--- src/ps2_kbd_pkg.sv ---
package ps2_kbd_pkg;

    // ##############################
    // Line sampling and framing
    // ##############################

    // clk cycles per line sample tick
    localparam int SAMPLE_DIV   = 4;
    localparam int SAMPLE_CNT_W = $clog2(SAMPLE_DIV);

    // Equal samples needed before a filtered level moves
    localparam int FILTER_TAPS = 8;

    // Start, 8 data, parity, stop
    localparam int FRAME_BITS = 11;
    localparam int BIT_CNT_W  = $clog2(FRAME_BITS);

    // Partial frame dropped after this many clk cycles without an edge
    localparam int FRAME_TIMEOUT = 1000;
    localparam int TIMEOUT_W     = $clog2(FRAME_TIMEOUT + 1);

    // ##############################
    // Scan codes and key codes
    // ##############################

    localparam logic [7:0] SC_EXTEND = 8'hE0;
    localparam logic [7:0] SC_BREAK  = 8'hF0;

    localparam logic [4:0] KEY_ENTER = 5'd16;
    localparam logic [4:0] KEY_BKSP  = 5'd17;
    localparam logic [4:0] KEY_TAB   = 5'd18;
    localparam logic [4:0] KEY_NONE  = 5'd31;

    // ##############################
    // Types
    // ##############################

    // Bit order on the wire is start first, so after shifting right
    // the start bit sits at the bottom
    typedef struct packed {
        logic       stop;
        logic       parity;
        logic [7:0] data;
        logic       start;
    } ps2_frame_t;

    typedef union packed {
        logic [FRAME_BITS-1:0] raw;
        ps2_frame_t            fields;
    } ps2_frame_u;

    // Prefix context for one received byte
    typedef struct packed {
        logic is_prefix;
        logic released;
        logic extended;
    } key_mod_t;

    typedef struct packed {
        logic [4:0] code;
        logic       released;
        logic       extended;
    } key_event_t;

endpackage
--- src/ps2_kbd_top.sv ---
`timescale 1ns/1ps

module ps2_kbd_top
    import ps2_kbd_pkg::*;
(
    input  logic       clk,
    input  logic       rstn,
    input  logic       ps2_clk,
    input  logic       ps2_data,
    output key_event_t key,
    output logic       key_valid,
    output logic       frame_err,
    output logic       held_valid,
    output logic [4:0] held_code
);

    logic       ps2_clk_fall;
    logic       ps2_data_f;
    logic [7:0] byte_data;
    logic       byte_valid;
    key_mod_t   mod;
    logic [4:0] code;
    logic       map_valid;

    ps2_line_filter u_filter (
        .clk          (clk),
        .rstn         (rstn),
        .ps2_clk      (ps2_clk),
        .ps2_data     (ps2_data),
        .ps2_clk_fall (ps2_clk_fall),
        .ps2_data_f   (ps2_data_f)
    );

    ps2_frame_rx u_frame_rx (
        .clk          (clk),
        .rstn         (rstn),
        .ps2_clk_fall (ps2_clk_fall),
        .ps2_data_f   (ps2_data_f),
        .byte_data    (byte_data),
        .byte_valid   (byte_valid),
        .frame_err    (frame_err)
    );

    // Tracker and map see the same byte in parallel
    ps2_prefix_tracker u_tracker (
        .clk        (clk),
        .rstn       (rstn),
        .byte_data  (byte_data),
        .byte_valid (byte_valid),
        .mod        (mod)
    );

    scan_code_map u_map (
        .clk        (clk),
        .rstn       (rstn),
        .byte_data  (byte_data),
        .byte_valid (byte_valid),
        .code       (code),
        .map_valid  (map_valid)
    );

    key_event_merge u_merge (
        .clk        (clk),
        .rstn       (rstn),
        .code       (code),
        .map_valid  (map_valid),
        .mod        (mod),
        .key        (key),
        .key_valid  (key_valid),
        .held_valid (held_valid),
        .held_code  (held_code)
    );

endmodule

--- src/key_event_merge.sv ---
`timescale 1ns/1ps

module key_event_merge
    import ps2_kbd_pkg::*;
(
    input  logic       clk,
    input  logic       rstn,
    input  logic [4:0] code,
    input  logic       map_valid,
    input  key_mod_t   mod,
    output key_event_t key,
    output logic       key_valid,
    output logic       held_valid,
    output logic [4:0] held_code
);

    logic is_key;

    // Prefix bytes only update the tracker
    assign is_key = map_valid && !mod.is_prefix;

    always_ff @(posedge clk or negedge rstn) begin
        if (!rstn) begin
            key_valid  <= 1'b0;
            held_valid <= 1'b0;
            held_code  <= KEY_NONE;
        end else begin
            key_valid <= is_key;
            if (is_key) begin
                if (!mod.released) begin
                    held_code  <= code;
                    held_valid <= 1'b1;
                end else if (code == held_code) begin
                    held_valid <= 1'b0;
                end
            end
        end
    end

    always_ff @(posedge clk) begin
        if (is_key) begin
            key.code     <= code;
            key.released <= mod.released;
            key.extended <= mod.extended;
        end
    end

endmodule

--- src/scan_code_map.sv ---
`timescale 1ns/1ps

module scan_code_map
    import ps2_kbd_pkg::*;
(
    input  logic       clk,
    input  logic       rstn,
    input  logic [7:0] byte_data,
    input  logic       byte_valid,
    output logic [4:0] code,
    output logic       map_valid
);

    logic [4:0] lookup;

    // ##############################
    // Scan code set 2 table
    // ##############################

    always_comb begin
        case (byte_data)
            // Digits 0 to 9
            8'h45: lookup = 5'd0;
            8'h16: lookup = 5'd1;
            8'h1E: lookup = 5'd2;
            8'h26: lookup = 5'd3;
            8'h25: lookup = 5'd4;
            8'h2E: lookup = 5'd5;
            8'h36: lookup = 5'd6;
            8'h3D: lookup = 5'd7;
            8'h3E: lookup = 5'd8;
            8'h46: lookup = 5'd9;
            // Letters A to F
            8'h1C: lookup = 5'd10;
            8'h32: lookup = 5'd11;
            8'h21: lookup = 5'd12;
            8'h23: lookup = 5'd13;
            8'h24: lookup = 5'd14;
            8'h2B: lookup = 5'd15;
            8'h5A: lookup = KEY_ENTER;
            8'h66: lookup = KEY_BKSP;
            8'h0D: lookup = KEY_TAB;
            default: lookup = KEY_NONE;
        endcase
    end

    always_ff @(posedge clk or negedge rstn) begin
        if (!rstn) begin
            map_valid <= 1'b0;
        end else begin
            map_valid <= byte_valid;
        end
    end

    always_ff @(posedge clk) begin
        if (byte_valid) begin
            code <= lookup;
        end
    end

endmodule

--- src/ps2_prefix_tracker.sv ---
`timescale 1ns/1ps

module ps2_prefix_tracker
    import ps2_kbd_pkg::*;
(
    input  logic       clk,
    input  logic       rstn,
    input  logic [7:0] byte_data,
    input  logic       byte_valid,
    output key_mod_t   mod
);

    logic pending_break;
    logic pending_ext;

    always_ff @(posedge clk or negedge rstn) begin
        if (!rstn) begin
            pending_break <= 1'b0;
            pending_ext   <= 1'b0;
            mod           <= '0;
        end else if (byte_valid) begin
            if (byte_data == SC_EXTEND) begin
                pending_ext   <= 1'b1;
                mod.is_prefix <= 1'b1;
                mod.released  <= pending_break;
                mod.extended  <= 1'b1;
            end else if (byte_data == SC_BREAK) begin
                pending_break <= 1'b1;
                mod.is_prefix <= 1'b1;
                mod.released  <= 1'b1;
                mod.extended  <= pending_ext;
            end else begin
                // Key byte closes the sequence
                mod.is_prefix <= 1'b0;
                mod.released  <= pending_break;
                mod.extended  <= pending_ext;
                pending_break <= 1'b0;
                pending_ext   <= 1'b0;
            end
        end
    end

endmodule

--- src/ps2_frame_rx.sv ---
`timescale 1ns/1ps

module ps2_frame_rx
    import ps2_kbd_pkg::*;
(
    input  logic       clk,
    input  logic       rstn,
    input  logic       ps2_clk_fall,
    input  logic       ps2_data_f,
    output logic [7:0] byte_data,
    output logic       byte_valid,
    output logic       frame_err
);

    ps2_frame_u            frame;
    ps2_frame_u            frame_next;
    logic [BIT_CNT_W-1:0]  bit_cnt;
    logic [TIMEOUT_W-1:0]  idle_cnt;
    logic                  last_bit;
    logic                  frame_ok;
    logic                  timed_out;

    // New bit enters at the top, LSB first on the wire
    always_comb begin
        frame_next.raw = {ps2_data_f, frame.raw[FRAME_BITS-1:1]};
    end

    assign last_bit = (bit_cnt == BIT_CNT_W'(FRAME_BITS - 1));

    // Odd parity over data and parity bit
    assign frame_ok = (frame_next.fields.start == 1'b0)
                   && (frame_next.fields.stop == 1'b1)
                   && (^{frame_next.fields.parity, frame_next.fields.data});

    assign timed_out = (bit_cnt != '0)
                    && (idle_cnt == TIMEOUT_W'(FRAME_TIMEOUT - 1));

    // ##############################
    // Bit counter and result pulses
    // ##############################

    always_ff @(posedge clk or negedge rstn) begin
        if (!rstn) begin
            bit_cnt    <= '0;
            byte_valid <= 1'b0;
            frame_err  <= 1'b0;
        end else begin
            byte_valid <= 1'b0;
            frame_err  <= 1'b0;
            if (ps2_clk_fall) begin
                if (last_bit) begin
                    bit_cnt    <= '0;
                    byte_valid <= frame_ok;
                    frame_err  <= !frame_ok;
                end else begin
                    bit_cnt <= bit_cnt + 1'b1;
                end
            end else if (timed_out) begin
                bit_cnt <= '0;
            end
        end
    end

    // Idle time inside a frame
    always_ff @(posedge clk or negedge rstn) begin
        if (!rstn) begin
            idle_cnt <= '0;
        end else if (ps2_clk_fall || bit_cnt == '0) begin
            idle_cnt <= '0;
        end else if (!timed_out) begin
            idle_cnt <= idle_cnt + 1'b1;
        end
    end

    always_ff @(posedge clk) begin
        if (ps2_clk_fall) begin
            frame <= frame_next;
        end
        if (ps2_clk_fall && last_bit) begin
            byte_data <= frame_next.fields.data;
        end
    end

endmodule

--- src/ps2_line_filter.sv ---
`timescale 1ns/1ps

module ps2_line_filter
    import ps2_kbd_pkg::*;
(
    input  logic clk,
    input  logic rstn,
    input  logic ps2_clk,
    input  logic ps2_data,
    output logic ps2_clk_fall,
    output logic ps2_data_f
);

    logic [SAMPLE_CNT_W-1:0]      div_cnt;
    logic                         sample_tick;
    logic [1:0]                   line_meta;
    logic [1:0]                   line_sync;
    logic [1:0][FILTER_TAPS-1:0]  hist;
    logic [1:0][FILTER_TAPS-1:0]  hist_next;
    logic [1:0]                   level;

    // Sample tick divider
    always_ff @(posedge clk or negedge rstn) begin
        if (!rstn) begin
            div_cnt <= '0;
        end else if (sample_tick) begin
            div_cnt <= '0;
        end else begin
            div_cnt <= div_cnt + 1'b1;
        end
    end

    assign sample_tick = (div_cnt == SAMPLE_CNT_W'(SAMPLE_DIV - 1));

    // Pins are asynchronous to clk; index 0 is clock, 1 is data
    always_ff @(posedge clk or negedge rstn) begin
        if (!rstn) begin
            line_meta <= 2'b11;
            line_sync <= 2'b11;
        end else begin
            line_meta <= {ps2_data, ps2_clk};
            line_sync <= line_meta;
        end
    end

    always_comb begin
        for (int i = 0; i < 2; i++) begin
            hist_next[i] = {hist[i][FILTER_TAPS-2:0], line_sync[i]};
        end
    end

    always_ff @(posedge clk or negedge rstn) begin
        if (!rstn) begin
            hist         <= '1;
            level        <= 2'b11;
            ps2_clk_fall <= 1'b0;
        end else begin
            ps2_clk_fall <= 1'b0;
            if (sample_tick) begin
                hist <= hist_next;
                for (int i = 0; i < 2; i++) begin
                    if (hist_next[i] == '1) begin
                        level[i] <= 1'b1;
                    end else if (hist_next[i] == '0) begin
                        level[i] <= 1'b0;
                    end
                end
                // Falls together with the filtered clock level
                ps2_clk_fall <= level[0] && (hist_next[0] == '0);
            end
        end
    end

    assign ps2_data_f = level[1];

endmodule

--- config.mk ---
export PLATFORM = sky130hd
export DESIGN_NAME = ps2_kbd_top
export DESIGN_NICKNAME = d
export VERILOG_FILES = /design/src/ps2_kbd_pkg.sv /design/src/ps2_kbd_top.sv /design/src/key_event_merge.sv /design/src/scan_code_map.sv /design/src/ps2_prefix_tracker.sv /design/src/ps2_frame_rx.sv /design/src/ps2_line_filter.sv
export SDC_FILE = /design/constraint.sdc
export NUM_CORES = 1
export LEC_CHECK = 0
export ABC_AREA = 1
export BUFFER_PORTS_ARGS = -buffer_cell sky130_fd_sc_hd__buf_2
export CAP_MARGIN = 40
export CORE_MARGIN = 1.5
export CORE_UTILIZATION = 60
export CTS_CLUSTER_SIZE = 40
export DETAILED_ROUTE_END_ITERATION = 8
export GPL_TIMING_DRIVEN = 0
export PLACE_DENSITY = 0.85
export SYNTH_ARGS = -nofsm -noshare
export SYNTH_HDL_FRONTEND = slang
export SYNTH_SLANG_ARGS = --single-unit
--- constraint.sdc ---
create_clock -name clk -period 1.87 [get_ports clk]
set_input_delay 0.374 -clock clk [delete_from_list [all_inputs] [get_ports clk]]
set_output_delay 0.374 -clock clk [all_outputs]
set_load 0.03 [all_outputs]
* Yosys cells after proc, flatten, opt, wreduce, memory -nomap -nowiden *
Index checks and enable logic that the tools add are counted.

cells by class
  reduce and logical (&&, ||, !) cells = 23
  mux-type cells = 23
  add/subtract/negate cells = 3
  bitwise gates (word level) = 3
  equality and inequality tests = 30

operators by type and width
  operator                                                number
  one-hot mux 5 bit (19 select lines)                     1
  == test 8 x 6 -> 1 bit (second input constant)          11
  == test 8 x 7 -> 1 bit (second input constant)          4
  == test 8 bit (second input constant)                   4
  == test 8 x 5 -> 1 bit (second input constant)          3
  two-way mux 10 bit                                      2
  logical NOT 8 bit                                       2
  two-way mux 1 bit                                       14
  two-way mux 4 bit                                       3
  AND reduction 2 bit                                     6
  adder 10 x 1 -> 10 bit (second input constant)          1
  == test 10 bit (second input constant)                  1
  parity 9 bit                                            1
  == test 8 x 4 -> 1 bit (second input constant)          1
  logical AND 1 bit                                       6
  two-way mux 3 bit                                       2
  nonzero test 2 bit                                      3
  == test 5 bit                                           1
  adder 4 x 1 -> 4 bit (second input constant)            1
  == test 4 bit (second input constant)                   1
  logical NOT 4 bit                                       1
  inequality test 2 x 1 -> 1 bit (second input constant)  2
  nonzero test 4 bit                                      1
  inverter 1 bit                                          3
  6 further kinds                                         7

word-level totals
  output and inout port bits = 15
  bits in registers = 83
  logic and storage cells = 109
  input port bits = 4

* Depth between registers and ports, before layout *
  depth in word-level cells = 6
  gate-level depth with buffers = 11
  mapped depth without buffers = 11

* By module *
From an unflattened synthesis, not the netlist that was laid out.

second synthesis, totals
  cell total of the unflattened synthesis = 478
  area, all modules = 4,200.3 µm²

by module, submodules not included
  module              cells an instance  times used  area each (µm²)
  ps2_frame_rx        156                1           1,557.7
  ps2_line_filter     104                1           978.4
  scan_code_map       111                1           738.2
  key_event_merge     59                 1           604.3
  ps2_prefix_tracker  48                 1           321.6

* Worst setup path after synthesis *
No wires, ideal clock.

  kind = register to register
  start point = register u_frame_rx.bit_cnt[0]
  end point = register u_frame_rx.byte_data[0] (enable)
  arrival time = 1,232 ps
  clock period less this slack = 1,607 ps
  path buffers = 0
  path slack = 263 ps
  data required time = 1,495 ps
  cell stages (with the launch flop) = 5
  cells stage by stage = dfrtp_1 > inv_1 > ha_1 > nand3_1 > nor2_1

between the ends
  longest elaborated chain between the ends = 2

ends and longest elaborated chain
  what                    RTL line            source
  start, declared         ps2_frame_rx.sv:17  logic [BIT_CNT_W-1:0] bit_cnt;
  start signal, assigned  ps2_frame_rx.sv:56  bit_cnt <= bit_cnt + 1'b1;
  == test 4 bit           ps2_frame_rx.sv:28  assign last_bit = (bit_cnt == BIT_CNT_W'(FRAME_BITS - 1));
  logical AND 1 bit       ps2_frame_rx.sv:79  if (ps2_clk_fall && last_bit) begin
  end signal, assigned    ps2_frame_rx.sv:80  byte_data <= frame_next.fields.data;
  end, declared           ps2_frame_rx.sv:10  output logic [7:0] byte_data,

No other way between the ends.
A chain may end at the register's enable or synchronous reset.

* Worst setup path after layout *
  start point = register u_filter.ps2_clk_fall
  end point = register u_frame_rx.byte_data[3] (enable)

between the ends
  longest elaborated chain between the ends = 1

ends and longest elaborated chain
  what                    RTL line               source
  start, declared         ps2_line_filter.sv:10  output logic ps2_clk_fall,
  start signal, assigned  ps2_line_filter.sv:69  ps2_clk_fall <= level[0] && (hist_next[0] == '0);
  logical AND 1 bit       ps2_frame_rx.sv:79

No other way between the ends.

==> run_results.csv <==
group,metric,value,unit
outcome,outcome,"completed",
clocking,cts_root_buffer,"clkbuf_8",
global_route,globalRouteMet2Util,37.2,%
floorplanning,floorplan.rows,28,
routing,total_wire_length_after_detailed_routing,6640,µm
global_route,grt-ovfl-total,0,
clocking,clock_tree.htree_level_count,3,
sta,timing.final.crit_share,92.1,%
routing,route.detailed.vias_per_inst,5.28,
clocking,numCtsBuffers,9,
logic_synthesis,synth_nets,432,
sta,slew_violations,0,
clocking,cts.clk_slew.worst_paths,0.08,ns
logic_synthesis,synth_top_cell_area_share,23.6,%
layout,final_util,70.6,%
logic_synthesis,synth.yosys.seq_area_share,58.5,%
placement,dp_slack,-0.0175,ns
power,peakVddDrop,0.513,mV
sta,setup-tns-final,0,ns
sta,finalWorstPathRequiredPeriod,1.72,ns
routing,route.antenna.remaining_nets,0,
floorplanning,die_x,82.8,µm
sta,fin_hold_ws,0.0666,ns
min_path,worstHoldPathType,"primary input to asynchronous set/reset pin",
sta,fmax,581,MHz
sta,final_critical_path_setup_slack,0.148,ns
layout,fin_area,4260,µm²
sta,clock_skew,0.00772,ns
setup_path,criticalPathCategory,"register to register",
setup_path,endpoint_kind,"register",
routing,drt_pass1_iterations,4,
logic_synthesis,post_synth_num_cell_types,31,
logic_synthesis,synth.largest_area_cell,"edfxtp_1",
sta,report.final.setup_viol,0,
floorplanning,design.core.area,6030,µm²
job,maxCapViolations,0,
layout,area_delta_synth_final,11.4,%
global_route,antenna_found_initial,0,
global_route,global_route_wire_length_before_repair,11300,µm
clocking,holdBufCountCts,0,
routing,vias,2816,
sta,report.final.hold_viol_count,0,
power,totalPowerFinal,3.34,mW
routing,dr.first_iter.drc_count,193,
power,p_leak,1.85,nW
sta,rsz0062_at_grt,"false",
global_route,grt_use_met3,4.04,%
logic_synthesis,syn_area_per_cell,9.03,µm²
global_route,top_usage_layer,"met2",
logic_synthesis,yosys_warnings,0,
logic_synthesis,synth_seq_cells,82,
clocking,cts_tree,"done",
layout,final.fill_count,442,
setup_path,worstPathArrival,1.72,ns
power,cellPowerDensity,785,nW/µm²
routing,detail_route.wl_per_cell,12.5,µm
clocking,gates_resized_cts_repair,1,
global_route,grt_start_max_net_pins,32,
layout,layout_cells_sized_above_1,18.6,%
logic_synthesis,synth_area_leaders,"edfxtp_1 (24%), dfrtp_1 (18%), dfstp_2 (17%), nand2_1 (10%), inv_1 (6.3%)",
clocking,numClockSinks,82,
placement,port_buffer_count,18,
placement,gp_congestion,0.914,
floorplanning,start_util,63.4,%
floorplanning,die_height,82.8,µm
setup_path,setup.worst_path.start_class,"register",
logic_synthesis,post_synth_instance_area,3820,µm²
floorplanning,design.die.area,6850,µm²
sta,tightest_slew,0.712,ns
routing,post-route-drc-count,0,
global_route,vias_in_the_first_global_route,2656,
global_route,grtUsageTotal,21.9,%
clocking,postCtsSetupBuffers,0,
clocking,clk_latency,0.35,ns
clocking,cts_buffer_depth,2,
placement,hpwl,4690,µm
setup_path,r2r_cells,2,
global_route,met1_usage,26.7,%
setup_path,timing.critical_path.fanout_max,16,
placement,numPlacedInstances,517,
setup_path,worst-endpoint-required,1.87,ns
placement,place_area,4030,µm²
sta,max_slew_margin,52.6,%
layout,antenna-diode-count,0,
logic_synthesis,synth_cells,423,
layout,post_layout_nonfiller_instances,533,
floorplanning,boundary_pins,19,
layout,finish.net_count,462,
[Yosys cell counts, drive strengths merged]
master and instances:
xor2 2, nand3 26, a31oi 1, nand4 8, o21bai 2, dfstp 25
clkbuf 3, xnor2 2, nor3 9, inv 67, nor2 55, dfrtp 27
a21oi 8, nand3b 1, nor4 4, nand2 109, o31ai 1, ha 5
edfxtp 30, o21ai 34, nor3b 1, o22ai 1, mux2 2
[power breakdown]
group / internal [mW] / switching, mW / total (mW)
Clock: 0.736 / 0.636 / 1.37
Sequential: 1.89 / 0.0146 / 1.91
Combinational: 0.0175 / 0.0408 / 0.0584
Total: 2.65 / 0.691 / 3.34
[cells by family after synthesis]
logic type,after synthesis,synth area share [%]
buffers and inverters,70,6.88
flip-flops,82,58.5
AND/OR/NAND/NOR,213,25.1
XOR/XNOR,4,0.917
adder cells (fa/ha/maj),5,1.64
multiplexers,2,0.590
AO/OA/AOI/OAI,47,6.42
[critical path, cell delays in order (launching register included)]
cell and delay (ns):
dfrtp_1 0.79, inv_1 0.16, nor2_2 0.42
[sequential cells by signal, indices dropped and copies added, names as in the netlist, 2 cells and up]
name	count
u_merge.held_code	5
u_frame_rx.frame	10
u_filter.level	2
u_map.code	5
u_filter.line_meta	2
u_frame_rx.byte_data	8
u_filter.div_cnt	2
u_merge.key	7
u_frame_rx.idle_cnt	10
u_frame_rx.bit_cnt	4
u_filter.hist	14
u_filter.line_sync	2
u_tracker.mod	3
[path summary, 6_finish.rpt]
path | from | end | slack (ns)
setup / recovery | u_filter.ps2_clk_fall | u_frame_rx.byte_data[3] | 0.15
hold / removal | rstn | u_merge.key_valid | 0.07
setup reg to reg | u_filter.ps2_clk_fall | u_frame_rx.byte_data[3] | 0.15
hold reg to reg | u_filter.line_meta[0] | u_filter.line_sync[0] | 0.36
max in group asynchronous | rstn | u_filter.line_meta[1] | 1.17
min in group clk | ps2_clk | u_filter.line_meta[0] | 0.11
[cell usage in the layout, fill, tap and decap left out, types with 2 or more instances in the layout]
cell        n
clkbuf_1    3
nor3_1      8
nor2_4      4
nand3_2     2
o21ai_0    32
xnor2_1     2
clkbuf_8   10
nand4_1     8
xor2_1      2
a21oi_1     8
nor4_1      4
o21bai_1    2
dfrtp_1    27
inv_2       3
nor2_1     45
nor2_2      6
nand3_1    24
mux2_2      2
nand2_1   102
dfstp_2    25
edfxtp_1   30
nand2_2     6
inv_4       3
inv_1      64
ha_1        5
o21ai_1     2
buf_2      18
[layer usage]
layer	wire [µm]	up-vias
met4	173	0
met1	2990	1315
li1	-	1419
met5	0	-
met3	243	20
met2	3240	62
[layout make-up]
| type | instances | area (µm²) | area share, % |
|---|---|---|---|
| buffer | 3 | 11.3 | 0.265 |
| clock buffer | 11 | 163 | 3.82 |
| clock inverter | 5 | 56.3 | 1.32 |
| sequential | 82 | 2230 | 52.5 |
| inverter | 67 | 251 | 5.91 |
| multi-input combinational | 271 | 1330 | 31.2 |
| timing repair buffer | 19 | 118 | 2.76 |
| tap | 75 | 93.8 | 2.21 |
Power figures use the tool's default switching activity.
